==> src/rtl/dbg_pkg.sv <==
/*
 * Shared widths, field lengths, ASCII constants and the field enum for the
 * register-dump formatter. Modules pull it in with a wildcard import.
 */
package dbg_pkg;

    localparam int PC_W       = 20;
    localparam int PC_NIBBLES = 5;
    localparam int ST_W       = 16;
    localparam int HST_W      = 4;
    localparam int P_W        = 4;
    localparam int RSTK_PTR_W = 3;
    localparam int CHAR_W     = 8;
    localparam int BUF_AW     = 6;           // 64 entry text buffer
    localparam int IDX_W      = 5;           // enough for the 16 ST bits
    localparam int LABEL_MAX  = 6;           // longest label, " HST: "

    localparam logic [CHAR_W-1:0] CHAR_LF = 8'd10;
    localparam logic [CHAR_W-1:0] CHAR_CR = 8'd13;
    localparam logic [CHAR_W-1:0] CHAR_0  = "0";
    localparam logic [CHAR_W-1:0] CHAR_A  = "A";

    // label text, right justified in the vector
    localparam logic [LABEL_MAX*CHAR_W-1:0] LBL_PC   = "PC: ";
    localparam logic [LABEL_MAX*CHAR_W-1:0] LBL_MODE = " h: ";
    localparam logic [LABEL_MAX*CHAR_W-1:0] LBL_RP   = " rp: ";
    localparam logic [LABEL_MAX*CHAR_W-1:0] LBL_P    = "P: ";
    localparam logic [LABEL_MAX*CHAR_W-1:0] LBL_HST  = " HST: ";
    localparam logic [LABEL_MAX*CHAR_W-1:0] LBL_ST   = " ST: ";
    localparam logic [3*CHAR_W-1:0]         TXT_HEX  = "HEX";
    localparam logic [3*CHAR_W-1:0]         TXT_DEC  = "DEC";

    // output order of the dump, then the two control states
    typedef enum logic [3:0] {
        F_PC_LABEL, F_PC_VALUE, F_MODE_LABEL, F_MODE_VALUE, F_RP_LABEL, F_RP_VALUE, F_NL_0,
        F_P_LABEL, F_P_VALUE, F_HST_LABEL, F_HST_VALUE, F_ST_LABEL, F_ST_VALUE, F_NL_1,
        F_IDLE, F_DRAIN
    } field_e;

    localparam int FIELD_LEN_PC_LABEL   = 4;
    localparam int FIELD_LEN_PC_VALUE   = 5;
    localparam int FIELD_LEN_MODE_LABEL = 4;
    localparam int FIELD_LEN_MODE_VALUE = 3;
    localparam int FIELD_LEN_RP_LABEL   = 5;
    localparam int FIELD_LEN_RP_VALUE   = 1;
    localparam int FIELD_LEN_NL_0       = 2;
    localparam int FIELD_LEN_P_LABEL    = 3;
    localparam int FIELD_LEN_P_VALUE    = 1;
    localparam int FIELD_LEN_HST_LABEL  = 6;
    localparam int FIELD_LEN_HST_VALUE  = 4;
    localparam int FIELD_LEN_ST_LABEL   = 5;
    localparam int FIELD_LEN_ST_VALUE   = 16;
    localparam int FIELD_LEN_NL_1       = 2;

    localparam int DUMP_LEN = FIELD_LEN_PC_LABEL + FIELD_LEN_PC_VALUE + FIELD_LEN_MODE_LABEL
                            + FIELD_LEN_MODE_VALUE + FIELD_LEN_RP_LABEL + FIELD_LEN_RP_VALUE
                            + FIELD_LEN_NL_0 + FIELD_LEN_P_LABEL + FIELD_LEN_P_VALUE
                            + FIELD_LEN_HST_LABEL + FIELD_LEN_HST_VALUE + FIELD_LEN_ST_LABEL
                            + FIELD_LEN_ST_VALUE + FIELD_LEN_NL_1;   // 61

endpackage

==> src/rtl/dbg_buf_if.sv <==
/*
 * Link between the dump sequencer and the text buffer. The sequencer
 * writes characters and starts the drain, the buffer reports the end of it.
 */
`timescale 1ns/10ps

interface dbg_buf_if;

    logic                       wr_en;          // store wr_char this cycle
    logic [dbg_pkg::CHAR_W-1:0] wr_char;
    logic                       drain_start;    // pulse after the last write
    logic                       drained;        // pulse with the last valid

    modport seq (
        output wr_en,
        output wr_char,
        output drain_start,
        input  drained
    );

    modport buffer (
        input  wr_en,
        input  wr_char,
        input  drain_start,
        output drained
    );

endinterface

==> src/rtl/dbg_sequencer.sv <==
/*
 * Control FSM of the dump. Accepts a start while idle, walks every field
 * one character per clock and hands each character to the text buffer,
 * then starts the drain and waits for the buffer to finish.
 */
`timescale 1ns/10ps

module dbg_sequencer import dbg_pkg::*; (
    input  logic              i_clk,
    input  logic              i_reset,
    input  logic              i_dump_start,
    input  logic [CHAR_W-1:0] i_char,
    output field_e            o_field,
    output logic [IDX_W-1:0]  o_index,
    output logic              o_capture,
    output logic              o_busy,
    dbg_buf_if.seq            bif
);

    field_e           field_q;
    logic [IDX_W-1:0] index_q;
    logic             writing_q;
    logic             drain_start_q;
    logic             field_done;

    function automatic logic [IDX_W-1:0] field_last(input field_e f);
        int len;
        case (f)
            F_PC_LABEL:   len = FIELD_LEN_PC_LABEL;
            F_PC_VALUE:   len = FIELD_LEN_PC_VALUE;
            F_MODE_LABEL: len = FIELD_LEN_MODE_LABEL;
            F_MODE_VALUE: len = FIELD_LEN_MODE_VALUE;
            F_RP_LABEL:   len = FIELD_LEN_RP_LABEL;
            F_RP_VALUE:   len = FIELD_LEN_RP_VALUE;
            F_NL_0:       len = FIELD_LEN_NL_0;
            F_P_LABEL:    len = FIELD_LEN_P_LABEL;
            F_P_VALUE:    len = FIELD_LEN_P_VALUE;
            F_HST_LABEL:  len = FIELD_LEN_HST_LABEL;
            F_HST_VALUE:  len = FIELD_LEN_HST_VALUE;
            F_ST_LABEL:   len = FIELD_LEN_ST_LABEL;
            F_ST_VALUE:   len = FIELD_LEN_ST_VALUE;
            F_NL_1:       len = FIELD_LEN_NL_1;
            default:      len = 1;              // idle and drain hold index at 0
        endcase
        return IDX_W'(len - 1);
    endfunction

    assign field_done = (index_q == field_last(field_q));
    assign o_capture  = (field_q == F_IDLE) && i_dump_start;   // starts while busy are dropped
    assign o_busy     = (field_q != F_IDLE);
    assign o_field    = field_q;
    assign o_index    = index_q;

    assign bif.wr_en       = writing_q;
    assign bif.wr_char     = i_char;
    assign bif.drain_start = drain_start_q;

    always_ff @(posedge i_clk) begin
        if (i_reset) begin
            field_q       <= F_IDLE;
            index_q       <= '0;
            writing_q     <= 1'b0;
            drain_start_q <= 1'b0;
        end else begin
            drain_start_q <= 1'b0;
            case (field_q)
                F_IDLE: begin
                    if (o_capture) begin
                        field_q   <= F_PC_LABEL;
                        index_q   <= '0;
                        writing_q <= 1'b1;
                    end
                end
                F_DRAIN: begin
                    if (bif.drained) begin
                        field_q <= F_IDLE;         // busy drops next cycle
                    end
                end
                default: begin
                    if (!field_done) begin
                        index_q <= index_q + 1'b1;
                    end else if (field_q == F_NL_1) begin
                        // last character of the text goes out this cycle
                        index_q       <= '0;
                        field_q       <= F_DRAIN;
                        writing_q     <= 1'b0;
                        drain_start_q <= 1'b1;
                    end else begin
                        index_q <= '0;
                        field_q <= field_e'(field_q + 4'd1);
                    end
                end
            endcase
        end
    end

    // the write flag and the field walk must agree
    assert property (@(posedge i_clk) disable iff (i_reset)
        bif.wr_en |-> !(field_q inside {F_IDLE, F_DRAIN}))
        else $error("write strobe outside the text fields");

endmodule

==> src/rtl/dbg_snapshot.sv <==
/*
 * Holds the CPU state captured at the start of a dump and returns the
 * digit value for the field and position the sequencer is on.
 */
`timescale 1ns/10ps

module dbg_snapshot import dbg_pkg::*; (
    input  logic                  i_clk,
    input  logic                  i_reset,
    input  logic                  i_capture,
    input  logic [PC_W-1:0]       i_pc,
    input  logic                  i_alu_mode,
    input  logic [RSTK_PTR_W-1:0] i_rstk_ptr,
    input  logic [P_W-1:0]        i_p,
    input  logic [HST_W-1:0]      i_hst,
    input  logic [ST_W-1:0]       i_st,
    input  field_e                i_field,
    input  logic [IDX_W-1:0]      i_index,
    output logic [3:0]            o_digit
);

    logic [PC_W-1:0]       pc_q;
    logic                  mode_q;       // set means decimal
    logic [RSTK_PTR_W-1:0] rstk_q;
    logic [P_W-1:0]        p_q;
    logic [HST_W-1:0]      hst_q;
    logic [ST_W-1:0]       st_q;

    always_ff @(posedge i_clk) begin
        if (i_reset) begin
            pc_q   <= '0;
            mode_q <= 1'b0;
            rstk_q <= '0;
            p_q    <= '0;
            hst_q  <= '0;
            st_q   <= '0;
        end else if (i_capture) begin
            pc_q   <= i_pc;
            mode_q <= i_alu_mode;
            rstk_q <= i_rstk_ptr;
            p_q    <= i_p;
            hst_q  <= i_hst;
            st_q   <= i_st;
        end
    end

    // most significant nibble or bit comes first
    always_comb begin
        case (i_field)
            F_PC_VALUE:   o_digit = pc_q[4*(PC_NIBBLES-1-int'(i_index)) +: 4];
            F_MODE_VALUE: o_digit = {3'b000, mode_q};
            F_RP_VALUE:   o_digit = 4'(rstk_q);
            F_P_VALUE:    o_digit = p_q;
            F_HST_VALUE:  o_digit = {3'b000, hst_q[HST_W-1-int'(i_index)]};
            F_ST_VALUE:   o_digit = {3'b000, st_q[ST_W-1-int'(i_index)]};
            default:      o_digit = 4'd0;    // labels ignore it
        endcase
    end

endmodule

==> src/rtl/dbg_char_gen.sv <==
/*
 * Character generator for the dump. Combinational: picks label bytes from
 * the fixed strings and turns snapshot digits into hex, binary or mode text.
 */
`timescale 1ns/10ps

module dbg_char_gen import dbg_pkg::*; (
    input  field_e            i_field,
    input  logic [IDX_W-1:0]  i_index,
    input  logic [3:0]        i_digit,
    output logic [CHAR_W-1:0] o_char
);

    logic [LABEL_MAX*CHAR_W-1:0] mode_txt;    // right justified like the labels

    // byte idx of a right justified string of len characters
    function automatic logic [CHAR_W-1:0] pick(input logic [LABEL_MAX*CHAR_W-1:0] s,
                                               input int len,
                                               input logic [IDX_W-1:0] idx);
        return s[CHAR_W*(len-1-int'(idx)) +: CHAR_W];
    endfunction

    function automatic logic [CHAR_W-1:0] hex_char(input logic [3:0] d);
        if (d < 4'd10) begin
            return CHAR_0 + CHAR_W'(d);
        end
        return CHAR_A + CHAR_W'(d - 4'd10);
    endfunction

    assign mode_txt = i_digit[0] ? TXT_DEC : TXT_HEX;

    always_comb begin
        case (i_field)
            F_PC_LABEL:   o_char = pick(LBL_PC, FIELD_LEN_PC_LABEL, i_index);
            F_MODE_LABEL: o_char = pick(LBL_MODE, FIELD_LEN_MODE_LABEL, i_index);
            F_RP_LABEL:   o_char = pick(LBL_RP, FIELD_LEN_RP_LABEL, i_index);
            F_P_LABEL:    o_char = pick(LBL_P, FIELD_LEN_P_LABEL, i_index);
            F_HST_LABEL:  o_char = pick(LBL_HST, FIELD_LEN_HST_LABEL, i_index);
            F_ST_LABEL:   o_char = pick(LBL_ST, FIELD_LEN_ST_LABEL, i_index);
            F_MODE_VALUE: o_char = pick(mode_txt, FIELD_LEN_MODE_VALUE, i_index);
            F_PC_VALUE,
            F_RP_VALUE,
            F_P_VALUE:    o_char = hex_char(i_digit);
            F_HST_VALUE,
            F_ST_VALUE:   o_char = CHAR_0 + CHAR_W'(i_digit[0]);   // single bit
            F_NL_0:       o_char = pick({CHAR_LF, CHAR_CR}, FIELD_LEN_NL_0, i_index);
            F_NL_1:       o_char = pick({CHAR_LF, CHAR_CR}, FIELD_LEN_NL_1, i_index);
            default:      o_char = '0;   // nothing is written here
        endcase
    end

endmodule

==> src/rtl/dbg_text_buffer.sv <==
/*
 * Text buffer of the dump. Stores one character per write, and after
 * drain_start sends them in order to the serial port, one valid pulse at a
 * time while the port is not busy. Pointers rewind after the last one.
 */
`timescale 1ns/10ps

module dbg_text_buffer import dbg_pkg::*; (
    input  logic              i_clk,
    input  logic              i_reset,
    input  logic              i_serial_busy,
    output logic [CHAR_W-1:0] o_char,
    output logic              o_char_valid,
    dbg_buf_if.buffer         bif
);

    logic [CHAR_W-1:0] mem [0:(1<<BUF_AW)-1];
    logic [BUF_AW-1:0] wr_ptr;
    logic [BUF_AW-1:0] rd_ptr;
    logic              draining;
    logic              drained_q;
    logic              send;
    logic              last;

    // one gap cycle after every valid
    assign send = draining && !o_char_valid && !i_serial_busy;
    assign last = (rd_ptr == BUF_AW'(DUMP_LEN - 1));
    assign bif.drained = drained_q;

    always_ff @(posedge i_clk) begin
        if (bif.wr_en) begin
            mem[wr_ptr] <= bif.wr_char;
        end
        if (send) begin
            o_char <= mem[rd_ptr];
        end
    end

    always_ff @(posedge i_clk) begin
        if (i_reset) begin
            wr_ptr       <= '0;
            rd_ptr       <= '0;
            draining     <= 1'b0;
            drained_q    <= 1'b0;
            o_char_valid <= 1'b0;
        end else begin
            o_char_valid <= send;
            drained_q    <= send && last;   // lines up with the last valid
            if (bif.wr_en) begin
                wr_ptr <= wr_ptr + 1'b1;
            end
            if (bif.drain_start) begin
                draining <= 1'b1;
            end
            if (send) begin
                if (last) begin
                    draining <= 1'b0;
                    rd_ptr   <= '0;
                    wr_ptr   <= '0;    // ready for the next dump
                end else begin
                    rd_ptr <= rd_ptr + 1'b1;
                end
            end
        end
    end

    assert property (@(posedge i_clk) disable iff (i_reset)
        o_char_valid |=> !o_char_valid)
        else $error("char valid held for two cycles");

    // sequencer must not write once the drain has begun
    assert property (@(posedge i_clk) disable iff (i_reset)
        bif.wr_en |-> !draining)
        else $error("write into the buffer while draining");

endmodule

==> src/rtl/dbg_dump_top.sv <==
/*
 * Top level of the register-dump formatter. A pulse on i_dump_start while
 * o_busy is low captures the CPU state; the two-line text then goes out on
 * o_char with one o_char_valid pulse per character, paced by i_serial_busy.
 */
`timescale 1ns/10ps

module dbg_dump_top import dbg_pkg::*; (
    input  logic                  i_clk,
    input  logic                  i_reset,
    input  logic                  i_dump_start,
    input  logic [PC_W-1:0]       i_pc,
    input  logic                  i_alu_mode,
    input  logic [RSTK_PTR_W-1:0] i_rstk_ptr,
    input  logic [P_W-1:0]        i_p,
    input  logic [HST_W-1:0]      i_hst,
    input  logic [ST_W-1:0]       i_st,
    input  logic                  i_serial_busy,
    output logic [CHAR_W-1:0]     o_char,
    output logic                  o_char_valid,
    output logic                  o_busy
);

    field_e            field;
    logic [IDX_W-1:0]  index;
    logic              capture;
    logic [3:0]        digit;
    logic [CHAR_W-1:0] char_out;

    dbg_buf_if u_bif ();

    dbg_sequencer u_seq (
        .i_clk        (i_clk),
        .i_reset      (i_reset),
        .i_dump_start (i_dump_start),
        .i_char       (char_out),
        .o_field      (field),
        .o_index      (index),
        .o_capture    (capture),
        .o_busy       (o_busy),
        .bif          (u_bif.seq)
    );

    dbg_snapshot u_snap (
        .i_clk      (i_clk),
        .i_reset    (i_reset),
        .i_capture  (capture),
        .i_pc       (i_pc),
        .i_alu_mode (i_alu_mode),
        .i_rstk_ptr (i_rstk_ptr),
        .i_p        (i_p),
        .i_hst      (i_hst),
        .i_st       (i_st),
        .i_field    (field),
        .i_index    (index),
        .o_digit    (digit)
    );

    dbg_char_gen u_chargen (
        .i_field (field),
        .i_index (index),
        .i_digit (digit),
        .o_char  (char_out)
    );

    dbg_text_buffer u_txbuf (
        .i_clk         (i_clk),
        .i_reset       (i_reset),
        .i_serial_busy (i_serial_busy),
        .o_char        (o_char),
        .o_char_valid  (o_char_valid),
        .bif           (u_bif.buffer)
    );

endmodule

==> config.mk <==
export PLATFORM = sky130hd
export DESIGN_NAME = dbg_dump_top
export DESIGN_NICKNAME = d
export VERILOG_FILES = /design/src/rtl/dbg_pkg.sv /design/src/rtl/dbg_buf_if.sv /design/src/rtl/dbg_sequencer.sv /design/src/rtl/dbg_snapshot.sv /design/src/rtl/dbg_char_gen.sv /design/src/rtl/dbg_text_buffer.sv /design/src/rtl/dbg_dump_top.sv
export SDC_FILE = /design/constraint.sdc
export NUM_CORES = 1
export LEC_CHECK = 0
export ABC_CLOCK_PERIOD_IN_PS = 8800
export BUFFER_PORTS_ARGS = -buffer_cell sky130_fd_sc_hd__buf_4
export CORE_MARGIN = 1.5
export CORE_UTILIZATION = 62
export DETAILED_ROUTE_END_ITERATION = 8
export HOLD_SLACK_MARGIN = 0.03
export PLACE_DENSITY = 0.85
export SETUP_SLACK_MARGIN = 0.02
export SLEW_MARGIN = 0
export SYNTH_ARGS = -nofsm -noshare
export SYNTH_HDL_FRONTEND = slang
export SYNTH_SLANG_ARGS = --single-unit
==> constraint.sdc <==
create_clock -name i_clk -period 8.8 [get_ports i_clk]
set_clock_uncertainty 0.1 [all_clocks]
set_input_delay 0.88 -clock i_clk [delete_from_list [all_inputs] [get_ports i_clk]]
set_output_delay 0.88 -clock i_clk [all_outputs]
set_load 0.01 [all_outputs]
==> flow_summary.yaml <==
status:
  outcome: "finished with violations"
  violations: "DRC"
logic_synthesis:
  seq_area_frac_synth_pct: 67.8
  synth-edff-count: 455
  synthCells: 1373
  dominantRegCellSynth: "edfxtp_1"
  synth_area_um2: 22500
  ys_ff_latch: 533
  synth_cell_types: 69
  yosysWarningCount: 0
  synth_async_sr_flop_share_pct: 0
  syn_avg_cell_area_um2: 16.4
  synth_fp_nets: 1453
global_route:
  antenna_found_initial: 1
  grt_pass1_wl_um: 78800
  grt.overflow.total: 0
  grt_max_degree: 90
  grt_pass1_vias: 13040
  grt_use_total_pct: 28.3
job:
  max-cap-violations: 0
timing:
  slew-limit-headroom_pct: 14.7
  hold_slack_ps: 356
  finalHoldViolations: 0
  slew_violations: 0
  worstMarginPinSlew_ps: 1270
  setup_viol_count_final: 0
  period_share_pct: 62.6
  fin_setup_tns_ps: 0
  period_minus_slack_ps: 5510
  rsz0062_at_grt: "no"
  fmax_ghz: 0.181
clock_network:
  htreeDepth: 2
  cts_root_buffer: "clkbuf_16"
  post_cts_buffers: 0
  clock_latency_ps: 590
  post_cts_resized: 0
  cts_sinks: 533
  cts_max_path_buffers: 3
  path_clk_slew_ps: 60
  cts_hold_buf: 0
  numCtsBuffers: 50
  cts_tree: "yes"
placed_design:
  gp_congestion: 0.905
  place_hpwl_um: 30600
  io_buffers: 60
  dpl_cell_area_um2: 23300
layout:
  area_growth_pct: 11.3
  utilization_pct: 70.1
  final_common_cell: "edfxtp_1"
  fin_nets: 1500
  drive_gt1_share_pct: 22.7
  diodes: 0
  layout_common_cells: "edfxtp_1 (455), mux4_2 (150), nand2_1 (135), nor2_1 (106)"
  fill_cells: 2094
  final_area_um2: 25000
detailed_routing:
  final_antenna_net_count: 0
  vias_per_cell: 6.64
  drt-initial-drc-count: 1511
  routed-via-count: 12755
  wl_per_cell_um: 27.0
  drt-total-wl_um: 51800
  dr.pass1.iters: 7
  remaining_drc_errors: 3
pwr:
  peakVddDrop_uv: 132
  power.density_nw_per_um2: 259
  leakagePower_nw: 8.01
setup_path:
  cp-end-kind: "flop"
  path_class: "flop to flop"
  critPathLaunchType: "flop"
  cp.arrival_ps: 5650
  cp_max_fo: 64
  critPathRequiredTime_ps: 8940
floorplanning:
  die-area_um2: 37400
  start_util_pct: 63.0
  rows: 69
  die_w_um: 193
  io_pins: 62
  dieHeight_um: 193
  core_um2: 35700
hold_path:
  hold_path_class: "flop to flop"
[area by class of cell]
| cell class | instances | area (µm²) | share of cell area [%] |
|---|---|---|---|
| clock buffer | 59 | 1320 | 5.26 |
| clock inverter | 33 | 365 | 1.46 |
| inverter | 21 | 78.8 | 0.315 |
| multi-input combinational | 735 | 6830 | 27.3 |
| sequential | 533 | 15200 | 60.9 |
| tap | 461 | 577 | 2.31 |
| timing repair buffer | 79 | 606 | 2.42 |
[path summary, 6_finish.rpt]
check	from	endpoint	slack [ps]	cells after the start
setup / recovery	u_seq.o_index[1]	u_txbuf.mem[56][5]	3290	15
hold / removal	u_snap.st_q[1]	u_snap.st_q[1]	360	2
setup reg to reg	u_seq.o_index[1]	u_txbuf.mem[56][5]	3290	15
hold reg to reg	u_snap.st_q[1]	u_snap.st_q[1]	360	2
[sequential cells by signal, indices dropped and copies added (netlist names), named ones only]
name,flops
u_txbuf.rd_ptr,6
u_snap.p_q,4
u_txbuf.wr_ptr,6
u_snap.pc_q,20
u_snap.mode_q,1
u_seq.bif.drain_start,1
u_snap.hst_q,4
u_txbuf.o_char_valid,1
u_txbuf.o_char,7
u_seq.bif.wr_en,1
u_seq.o_index,5
u_snap.st_q,16
u_seq.o_field,4
u_txbuf.draining,1
u_txbuf.bif.drained,1
u_txbuf.mem,448
u_snap.rstk_q,3
[power breakdown]
group          switching (mW)  leakage (nW)  total (mW)  internal [mW]
logic                   0.744          2.38        1.06          0.313
clock network           0.917         0.817        2.22           1.30
registers              0.0822          4.81        3.21           3.13
total                    1.74          8.01        6.49           4.74
[critical path, cell delays in order (launching register included)]
cell	delay [ps]
dfxtp_1	730
inv_1	320
ha_1	320
xnor2_1	560
nand2_1	200
o2bb2ai_1	190
o221ai_1	240
and2_1	280
ha_1	200
inv_1	50
ha_1	370
o21ai_0	190
o21bai_1	190
a2111oi_0	710
o31ai_4	150
buf_4	340
[cells in the mapped netlist, drive strengths merged (3+ instances only)]
cell type | count | area share, %
mux4 | 153 | 15
clkbuf | 52 | 0.87
mux2i | 8 | 0.36
o211ai | 3 | 0.10
inv | 20 | 0.33
nor2b | 13 | 0.36
a21boi | 3 | 0.10
nor3b | 4 | 0.13
or2 | 3 | 0.084
a211oi | 4 | 0.13
a31oi | 6 | 0.17
ha | 28 | 1.6
or3 | 7 | 0.19
xor2 | 10 | 0.39
nand3b | 4 | 0.13
nor4 | 7 | 0.33
nor3 | 16 | 0.36
nand2b | 9 | 0.25
nand3 | 31 | 0.69
o21ai | 18 | 0.42
a21oi | 81 | 1.9
dfxtp | 78 | 7.0
and2 | 7 | 0.19
xnor2 | 13 | 0.51
buf | 32 | 0.82
o22ai | 3 | 0.084
nor2 | 106 | 1.8
nand2 | 135 | 2.3
mux2 | 3 | 0.17
a21o | 4 | 0.13
and3 | 8 | 0.22
nand4 | 9 | 0.25
and2b | 3 | 0.10
o31ai | 4 | 0.13
edfxtp | 455 | 61
[metal layers]
layer  wire (µm)  share of wire, %  up-vias  global-route usage [%]
met5          13             0.025        -                       0
met1       19700                38     6499                    37.4
met4        1720               3.3        2                    10.0
met2       26200                51      676                    47.9
li1            -                 -     5452                       -
met3        4180               8.1      126                    4.95
[through the flow]
step	setup WS [ps]	power, mW	instances
after global placement	3770	4.22	1829
after floorplan	2160	3.97	1373
after detailed placement	3540	4.29	1829
after CTS	3520	6.48	1921
final	3290	6.49	1921
after global routing	2920	6.69	1921
[kinds of logic (layout without fill, tap and decap cells)]
family                   Yosys count  in the layout  synth area share (%)
AO/OA/AOI/OAI                    150            150                  4.10
XOR/XNOR                          24             24                  1.00
adder cells (fa/ha/maj)           28             28                  1.56
buffers and inverters            105            192                  2.05
flip-flops                       533            533                  67.8
multiplexers                     164            164                  15.9
other                              1              1                0.0167
AND/OR/NAND/NOR                  368            368                  7.59
(Power assumes the default switching activity.)
